`src/timer_cfg.svh`:
```
/*
 * Machine timer configuration
 * Bus widths, register map offsets and the default response latency
 */

`ifndef TIMER_CFG_SVH
`define TIMER_CFG_SVH

// Bus widths, only 32-bit data is supported
`define TIMER_DATA_WIDTH 32
`define TIMER_ADDR_WIDTH 32

// Decoded low address bits, a 64 KiB window
`define TIMER_OFFSET_WIDTH 16

// Register map offsets within the window
`define TIMER_MTIMECMP_LOW  16'h4000
`define TIMER_MTIMECMP_HIGH 16'h4004
`define TIMER_MTIME_LOW     16'hBFF8
`define TIMER_MTIME_HIGH    16'hBFFC

// Cycles between request and response, 0 or 1
`define TIMER_ACCESS_LATENCY 1

`endif

```
`src/timer_pkg.sv`:
```
/*
 * Machine timer types
 * Vector types shared by the timer RTL and its testbench
 */

`include "timer_cfg.svh"

package timer_pkg;

  // One bus word
  typedef logic [`TIMER_DATA_WIDTH-1:0] bus_data_t;

  // Full bus address, only the low offset bits are decoded
  typedef logic [`TIMER_ADDR_WIDTH-1:0] bus_addr_t;

  // One enable per byte of the bus word
  typedef logic [`TIMER_DATA_WIDTH/8-1:0] bus_be_t;

  // Decoded register offset
  typedef logic [`TIMER_OFFSET_WIDTH-1:0] reg_offset_t;

  // mtime and mtimecmp are both two bus words wide
  typedef logic [2*`TIMER_DATA_WIDTH-1:0] timer_val_t;

  // Register index
  //   0 mtime low, 1 mtime high, 2 mtimecmp low, 3 mtimecmp high
  // Bit 1 picks mtimecmp over mtime, bit 0 picks the high half
  typedef logic [1:0] reg_idx_t;

endpackage

```
`src/timer_decode.sv`:
```
/*
 * Machine timer address decode
 * Maps the low address bits to a register index and forms the write strobe
 */

`timescale 1ns/1ps

`include "timer_cfg.svh"

module timer_decode (
  input  logic                 timer_req_i,
  input  timer_pkg::bus_addr_t timer_addr_i,
  input  logic                 timer_we_i,
  input  timer_pkg::bus_be_t   timer_be_i,
  output timer_pkg::reg_idx_t  reg_idx_o,
  output logic                 addr_hit_o,
  output logic                 wr_en_o
);

  import timer_pkg::*;

  reg_offset_t offset;
  logic        full_be;

  // Upper address bits are decoded outside the timer
  assign offset = timer_addr_i[`TIMER_OFFSET_WIDTH-1:0];

  // Register index and hit flag
  always_comb begin
    reg_idx_o  = 2'd0;
    addr_hit_o = 1'b1;
    case (offset)
      `TIMER_MTIME_LOW: begin
        reg_idx_o = 2'd0;
      end
      `TIMER_MTIME_HIGH: begin
        reg_idx_o = 2'd1;
      end
      `TIMER_MTIMECMP_LOW: begin
        reg_idx_o = 2'd2;
      end
      `TIMER_MTIMECMP_HIGH: begin
        reg_idx_o = 2'd3;
      end
      default: begin
        // No register at this offset
        addr_hit_o = 1'b0;
      end
    endcase
  end

  // Partial writes are dropped here and never reach the registers
  assign full_be = &timer_be_i;

  // Single write strobe for the register block
  assign wr_en_o = timer_req_i & timer_we_i & addr_hit_o & full_be;

endmodule

```
`src/timer_counter.sv`:
```
/*
 * Machine timer registers
 * Free-running 64-bit mtime, the mtimecmp compare value and the sticky interrupt
 */

`timescale 1ns/1ps

`include "timer_cfg.svh"

module timer_counter (
  input  logic                  clk_i,
  input  logic                  rst_ni,
  input  logic                  wr_en_i,
  input  timer_pkg::reg_idx_t   reg_idx_i,
  input  timer_pkg::bus_data_t  wdata_i,
  output timer_pkg::timer_val_t mtime_o,
  output timer_pkg::timer_val_t mtimecmp_o,
  output logic                  intr_o
);

  import timer_pkg::*;

  localparam int unsigned DW = `TIMER_DATA_WIDTH;

  logic       mtime_lo_we;
  logic       mtime_hi_we;
  logic       cmp_lo_we;
  logic       cmp_hi_we;
  logic       cmp_we;
  timer_val_t mtime_q;
  timer_val_t mtime_d;
  timer_val_t mtime_inc;
  timer_val_t mtimecmp_q;
  timer_val_t mtimecmp_d;
  logic       intr_q;
  logic       intr_d;

  // Per-half write enables from the register index
  assign mtime_lo_we = wr_en_i & ~reg_idx_i[1] & ~reg_idx_i[0];
  assign mtime_hi_we = wr_en_i & ~reg_idx_i[1] &  reg_idx_i[0];
  assign cmp_lo_we   = wr_en_i &  reg_idx_i[1] & ~reg_idx_i[0];
  assign cmp_hi_we   = wr_en_i &  reg_idx_i[1] &  reg_idx_i[0];
  assign cmp_we      = cmp_lo_we | cmp_hi_we;

  // One 64-bit increment, so the low half carries into the high half
  assign mtime_inc = mtime_q + 64'd1;

  // A written half takes the bus word, the other half keeps counting
  assign mtime_d = {(mtime_hi_we ? wdata_i : mtime_inc[2*DW-1:DW]),
                    (mtime_lo_we ? wdata_i : mtime_inc[DW-1:0])};

  assign mtimecmp_d = {(cmp_hi_we ? wdata_i : mtimecmp_q[2*DW-1:DW]),
                       (cmp_lo_we ? wdata_i : mtimecmp_q[DW-1:0])};

  always_ff @(posedge clk_i or negedge rst_ni) begin
    if (!rst_ni) begin
      mtime_q <= '0;
    end else begin
      mtime_q <= mtime_d;
    end
  end

  always_ff @(posedge clk_i or negedge rst_ni) begin
    if (!rst_ni) begin
      mtimecmp_q <= '0;
    end else if (cmp_we) begin
      mtimecmp_q <= mtimecmp_d;
    end
  end

  // Sticky until software writes mtimecmp, the write wins over a new match
  assign intr_d = ((mtime_q >= mtimecmp_q) | intr_q) & ~cmp_we;

  always_ff @(posedge clk_i or negedge rst_ni) begin
    if (!rst_ni) begin
      intr_q <= 1'b0;
    end else begin
      intr_q <= intr_d;
    end
  end

  assign mtime_o    = mtime_q;
  assign mtimecmp_o = mtimecmp_q;
  assign intr_o     = intr_q;

endmodule

```
`src/timer_readback.sv`:
```
/*
 * Machine timer read path
 * Selects the addressed register half and returns it after the access latency
 */

`timescale 1ns/1ps

`include "timer_cfg.svh"

module timer_readback #(
  // Response latency of 0 or 1 cycles
  parameter int unsigned AccessLatency = `TIMER_ACCESS_LATENCY
) (
  input  logic                  clk_i,
  input  logic                  rst_ni,
  input  logic                  req_i,
  input  timer_pkg::reg_idx_t   reg_idx_i,
  input  logic                  addr_hit_i,
  input  timer_pkg::timer_val_t mtime_i,
  input  timer_pkg::timer_val_t mtimecmp_i,
  output logic                  rvalid_o,
  output timer_pkg::bus_data_t  rdata_o,
  output logic                  err_o
);

  import timer_pkg::*;

  localparam int unsigned DW = `TIMER_DATA_WIDTH;

  bus_data_t rdata_d;
  logic      err_d;

  // Read word from the current register values
  always_comb begin
    rdata_d = '0;
    err_d   = 1'b0;
    if (!addr_hit_i) begin
      err_d = 1'b1;
    end else begin
      case (reg_idx_i)
        2'd0:    rdata_d = mtime_i[DW-1:0];
        2'd1:    rdata_d = mtime_i[2*DW-1:DW];
        2'd2:    rdata_d = mtimecmp_i[DW-1:0];
        default: rdata_d = mtimecmp_i[2*DW-1:DW];
      endcase
    end
  end

  if (AccessLatency == 1) begin : gen_latency1
    bus_data_t rdata_q;
    logic      err_q;
    logic      rvalid_q;

    // Capture the read word and error flag on each request
    always_ff @(posedge clk_i) begin
      if (req_i) begin
        rdata_q <= rdata_d;
        err_q   <= err_d;
      end
    end

    // One response per request in the next cycle
    always_ff @(posedge clk_i or negedge rst_ni) begin
      if (!rst_ni) begin
        rvalid_q <= 1'b0;
      end else begin
        rvalid_q <= req_i;
      end
    end

    assign rvalid_o = rvalid_q;
    assign rdata_o  = rdata_q;
    assign err_o    = err_q;
  end else begin : gen_latency0
    // Response in the same cycle as the request
    assign rvalid_o = req_i;
    assign rdata_o  = rdata_d;
    assign err_o    = err_d;
  end

endmodule

```
`src/rv_timer.sv`:
```
/*
 * RISC-V machine timer
 * Memory-mapped mtime and mtimecmp with a level interrupt on a plain request bus
 */

`timescale 1ns/1ps

`include "timer_cfg.svh"

module rv_timer #(
  // Response latency in cycles, 0 or 1
  parameter int unsigned AccessLatency = `TIMER_ACCESS_LATENCY
) (
  input  logic                 clk_i,
  input  logic                 rst_ni,
  // Bus request
  input  logic                 timer_req_i,
  input  timer_pkg::bus_addr_t timer_addr_i,
  input  logic                 timer_we_i,
  input  timer_pkg::bus_be_t   timer_be_i,
  input  timer_pkg::bus_data_t timer_wdata_i,
  // Bus response
  output logic                 timer_rvalid_o,
  output timer_pkg::bus_data_t timer_rdata_o,
  output logic                 timer_err_o,
  // Level interrupt
  output logic                 timer_intr_o
);

  import timer_pkg::*;

  reg_idx_t   reg_idx;
  logic       addr_hit;
  logic       wr_en;
  timer_val_t mtime;
  timer_val_t mtimecmp;

  // Address match and write strobe
  timer_decode timer_decode_i (
    .timer_req_i  (timer_req_i),
    .timer_addr_i (timer_addr_i),
    .timer_we_i   (timer_we_i),
    .timer_be_i   (timer_be_i),
    .reg_idx_o    (reg_idx),
    .addr_hit_o   (addr_hit),
    .wr_en_o      (wr_en)
  );

  // Counter, compare register and interrupt
  timer_counter timer_counter_i (
    .clk_i      (clk_i),
    .rst_ni     (rst_ni),
    .wr_en_i    (wr_en),
    .reg_idx_i  (reg_idx),
    .wdata_i    (timer_wdata_i),
    .mtime_o    (mtime),
    .mtimecmp_o (mtimecmp),
    .intr_o     (timer_intr_o)
  );

  // Read data and response timing
  timer_readback #(
    .AccessLatency (AccessLatency)
  ) timer_readback_i (
    .clk_i      (clk_i),
    .rst_ni     (rst_ni),
    .req_i      (timer_req_i),
    .reg_idx_i  (reg_idx),
    .addr_hit_i (addr_hit),
    .mtime_i    (mtime),
    .mtimecmp_i (mtimecmp),
    .rvalid_o   (timer_rvalid_o),
    .rdata_o    (timer_rdata_o),
    .err_o      (timer_err_o)
  );

endmodule

```
`config.mk`:
```
export PLATFORM = sky130hd
export DESIGN_NAME = rv_timer
export DESIGN_NICKNAME = d
export VERILOG_FILES = /design/src/timer_pkg.sv /design/src/timer_decode.sv /design/src/timer_counter.sv /design/src/timer_readback.sv /design/src/rv_timer.sv
export VERILOG_INCLUDE_DIRS = /design/src /design/src/src
export SDC_FILE = /design/constraint.sdc
export NUM_CORES = 1
export LEC_CHECK = 0
export ABC_AREA = 1
export BUFFER_PORTS_ARGS = -buffer_cell sky130_fd_sc_hd__buf_2
export CORE_UTILIZATION = 40
export CTS_CLUSTER_SIZE = 24
export DETAILED_ROUTE_END_ITERATION = 16
export GPL_TIMING_DRIVEN = 1
export SETUP_SLACK_MARGIN = 0.3
export SLEW_MARGIN = 20
export SYNTH_ARGS = -nofsm -noshare
export SYNTH_HDL_FRONTEND = slang
export SYNTH_HIERARCHICAL = 1
export SYNTH_SLANG_ARGS = --single-unit
```
`constraint.sdc`:
```
create_clock -name clk_i -period 2.6 [get_ports clk_i]
set_input_delay 0.39 -clock clk_i [delete_from_list [all_inputs] [get_ports clk_i]]
set_output_delay 0.39 -clock clk_i [all_outputs]
set_load 0.1 [all_outputs]
```
==> impl_metrics.ini <==
[run_status]
outcome = completed

[final_layout]
antenna_cells = 0
nFillCells = 2746
final_net_count = 1791
fraction_of_the_core_area_covered_by_cells_at_the_end_of_the_flow = 0.467
post_route_cells_drive_above_1_share = 0.129
area_growth_pct = 14.3
layout.cell_area.non_filler_um2 = 12700

[global_routing]
grt_pass1_wl_mm = 55.5
globalRouteTotalUtil = 0.261
vias_in_the_first_global_route = 9869
antenna_found_initial = 0
grt_start_max_net_pins = 58
grt-ovfl-total = 0

[synth]
yosys.area.top_type_share = 0.294
yosysSeqAreaShare = 0.383
netlist_instances = 1551
synth_common_cells = sky130_fd_sc_hd__nand2_1, sky130_fd_sc_hd__inv_1, sky130_fd_sc_hd__nor2_1
yosys.area.top_type = sky130_fd_sc_hd__dfrtp_1
postSynthAreaPerCell_um2 = 7.14
number_of_enable_type_register_cells_in_the_synthesized_netlist = 33
synth.net_count = 1688
ys_seq_elements = 163
post_synth_main_area_contributors = sky130_fd_sc_hd__dfrtp_1, sky130_fd_sc_hd__nand2_1, sky130_fd_sc_hd__edfxtp_1
leading_cell_type_by_number_of_instances_after_synthesis = sky130_fd_sc_hd__nand2_1
post_synth_instance_area_um2 = 11100
ys_warns = 6
synth.lib_cells_used.distinct = 39
ys_dominant_reg_cell = sky130_fd_sc_hd__dfrtp_1
async_flop_share = 0.798

[floorplan]
die_w_um = 168
boundary_pin_count = 107
core.rowCount = 60
die_y_um = 168
core_region_area_um2 = 27100
die_area_um2 = 28400
floorplan.initialDensity = 0.409

[worst_hold_path]
min_delay_path_depth = 3
hold_end = timer_counter_i/mtime_o[54]$_DFF_PN0_
worstHoldStart = timer_wdata_i[22]
hold_path_class = in2reg

[detailed_routing]
via_count = 10200
route.detailed.drc = 0
starting_drt_drc_count = 823
wirelength_mm = 35.4
detail_route.vias_per_cell = 5.01
drt.antenna.violating_nets = 0
drt_pre_antenna_iters = 5
drt-wirelength-per-cell_um = 17.4

[clock_network]
cts-root-buf = sky130_fd_sc_hd__clkbuf_16
cts-root-to-sink-buffers = 2
worstSkewPairLatency_ns = 0.45
cts.reportedPaths.clkPinSlew_ns = 0.08
cts_made_buffers = 17
numClockSinks = 163
htree_num_levels = 4
tritoncts_clock_tree = built

[worst_setup_path]
worst_ep_arrival_time_ns = 2.46
number_of_cells_on_the_worst_reg_to_reg_path = 9
worstReg2RegEnd = timer_counter_i/mtime_o[62]$_DFF_PN0_
timing.reg2reg.setup_slack_ns = 0.46
worst-path-max-fanout = 6
cp_data_required_time_ns = 2.92
critical_path_class = reg2reg
critical_path.startpoint_type = flip-flop
critical_path.reg2reg.startpoint = timer_counter_i/mtime_o[41]$_DFF_PN0_
kind_of_capture_point_of_the_worst_setup_path = flip-flop

[placement]
io_buffers = 90
hpwl_mm = 27.4
routability_congestion_estimate_from_global_placement = 0.945
detailed_place.area_um2 = 12100

[job]
max_cap_viol_count = 0

[timing]
timing.final.crit_period_ns = 2.14
final-setup-viol-count = 0
final.setup_skew_ns = 0.0166
final_min_period_over_clock_period = 0.822
setup_tns_ns = 0
unrepaired_setup_endpoints_after_global_routing = no
clock.fmax_mhz = 468
report.final.slew_viol_count = 0
worst_slew_pin_slew_ns = 0.624
timing.max_slew.rel_slack = 0.581
timing.hold.ws_ns = 0.167
final_hold_viol_count = 0

[pwr]
static-leakage-power_nw = 6.24
vdd_drop_max_mv = 0.384
power_density_nw_per_um2 = 433
[area by class of cell]
| type | count | area [µm²] | share of cell area |
|---|---|---|---|
| flip-flops and latches | 163 | 4250 | 0.335 |
| inverters | 239 | 897 | 0.0708 |
| clock inverters | 14 | 118 | 0.00928 |
| clock buffers | 18 | 439 | 0.0347 |
| well taps | 372 | 465 | 0.0367 |
| multi-input cells | 1102 | 5690 | 0.449 |
| repair buffers | 131 | 817 | 0.0645 |
[timing repair]
action,in CTS,in global routing
endpoints found under the setup margin,0,8
gates resized for setup,0,5
buffers inserted,0,2
endpoints found under the hold margin,54,0
hold buffers,1,0
[cells by family (layout without fill, tap and decap cells)]
family	Yosys count	count (layout)	synth area share
compound gates	204	204	0.0946
fa+ha+maj	65	65	0.0734
buf+inv	286	402	0.106
xor+xnor	34	34	0.0269
simple gates	799	799	0.316
flops	163	163	0.383
[metal layers]
metal,vias to the layer above,global-route usage,part of all wire
met4,0,0.0759,0.021
met3,35,0.0393,0.044
li1,5164,-,-
met5,-,0,0
met2,262,0.432,0.46
met1,4749,0.352,0.47
[worst max-delay path, stage by stage, from the launching register on]
cell and delay [ns]:
sky130_fd_sc_hd__dfrtp_1 0.48, sky130_fd_sc_hd__inv_1 0.09, sky130_fd_sc_hd__nor3_1 0.54, sky130_fd_sc_hd__nand2_1 0.33
sky130_fd_sc_hd__nor2_1 0.26, sky130_fd_sc_hd__nand3_1 0.10, sky130_fd_sc_hd__nand2_1 0.07, sky130_fd_sc_hd__nand2_1 0.05
sky130_fd_sc_hd__nand2_1 0.05, sky130_fd_sc_hd__o21ai_1 0.06
[cell usage in the layout (no fill, tap or decap), types with 9 or more instances in the layout]
cell type	instances
sky130_fd_sc_hd__ha_1	65
sky130_fd_sc_hd__a21oi_1	29
sky130_fd_sc_hd__xor2_1	26
sky130_fd_sc_hd__nand4_1	29
sky130_fd_sc_hd__clkbuf_16	17
sky130_fd_sc_hd__nor2_2	9
sky130_fd_sc_hd__nor3_1	28
sky130_fd_sc_hd__buf_2	89
sky130_fd_sc_hd__nand2_1	397
sky130_fd_sc_hd__inv_1	233
sky130_fd_sc_hd__edfxtp_1	33
sky130_fd_sc_hd__dfrtp_1	129
sky130_fd_sc_hd__buf_4	36
sky130_fd_sc_hd__nor2_1	172
sky130_fd_sc_hd__o21ai_0	158
sky130_fd_sc_hd__nand3_1	117
sky130_fd_sc_hd__nand2_2	10
[worst max-delay path by stage]
stage	from	to	slack (ns)	depth (start not counted)
floorplan	timer_addr_i[1]	timer_counter_i/mtime_o[60]$_DFF_PN0_	0.63	12
global placement	timer_counter_i/mtime_o[9]$_DFF_PN0_	timer_counter_i/mtime_o[27]$_DFF_PN0_	0.42	9
finish	timer_counter_i/mtime_o[41]$_DFF_PN0_	timer_counter_i/mtime_o[62]$_DFF_PN0_	0.46	9
CTS	timer_counter_i/mtime_o[9]$_DFF_PN0_	timer_counter_i/mtime_o[27]$_DFF_PN0_	0.36	9
global route	timer_counter_i/mtime_o[55]$_DFF_PN0_	timer_counter_i/intr_o$_DFF_PN0_	0.31	9
detailed placement	timer_counter_i/mtime_o[9]$_DFF_PN0_	timer_counter_i/mtime_o[27]$_DFF_PN0_	0.37	9
[sequential cells by signal, summed over array words and instances (netlist names)]
name                        cells
timer_counter_i/intr_o          1
timer_readback_i/rvalid_o       1
timer_counter_i/mtimecmp_o     64
timer_readback_i/rdata_o       32
timer_counter_i/mtime_o        64
timer_readback_i/err_o          1
[stage by stage]
stage	std cells	total power, mW	worst slack [ns]
5_1_grt	2039	5.67	0.307
2_1_floorplan	1551	2.91	0.633
4_1_cts	2037	5.54	0.355
3_5_place_dp	2004	3.07	0.370
6_report	2039	5.48	0.462
3_3_place_gp	2004	3.06	0.419
[power breakdown]
part	switching, mW	internal [mW]
combinational	0.280	0.0811
clock	1.19	1.28
sequential	0.0193	2.63
No activity file was read; power rests on OpenSTA's default activity.
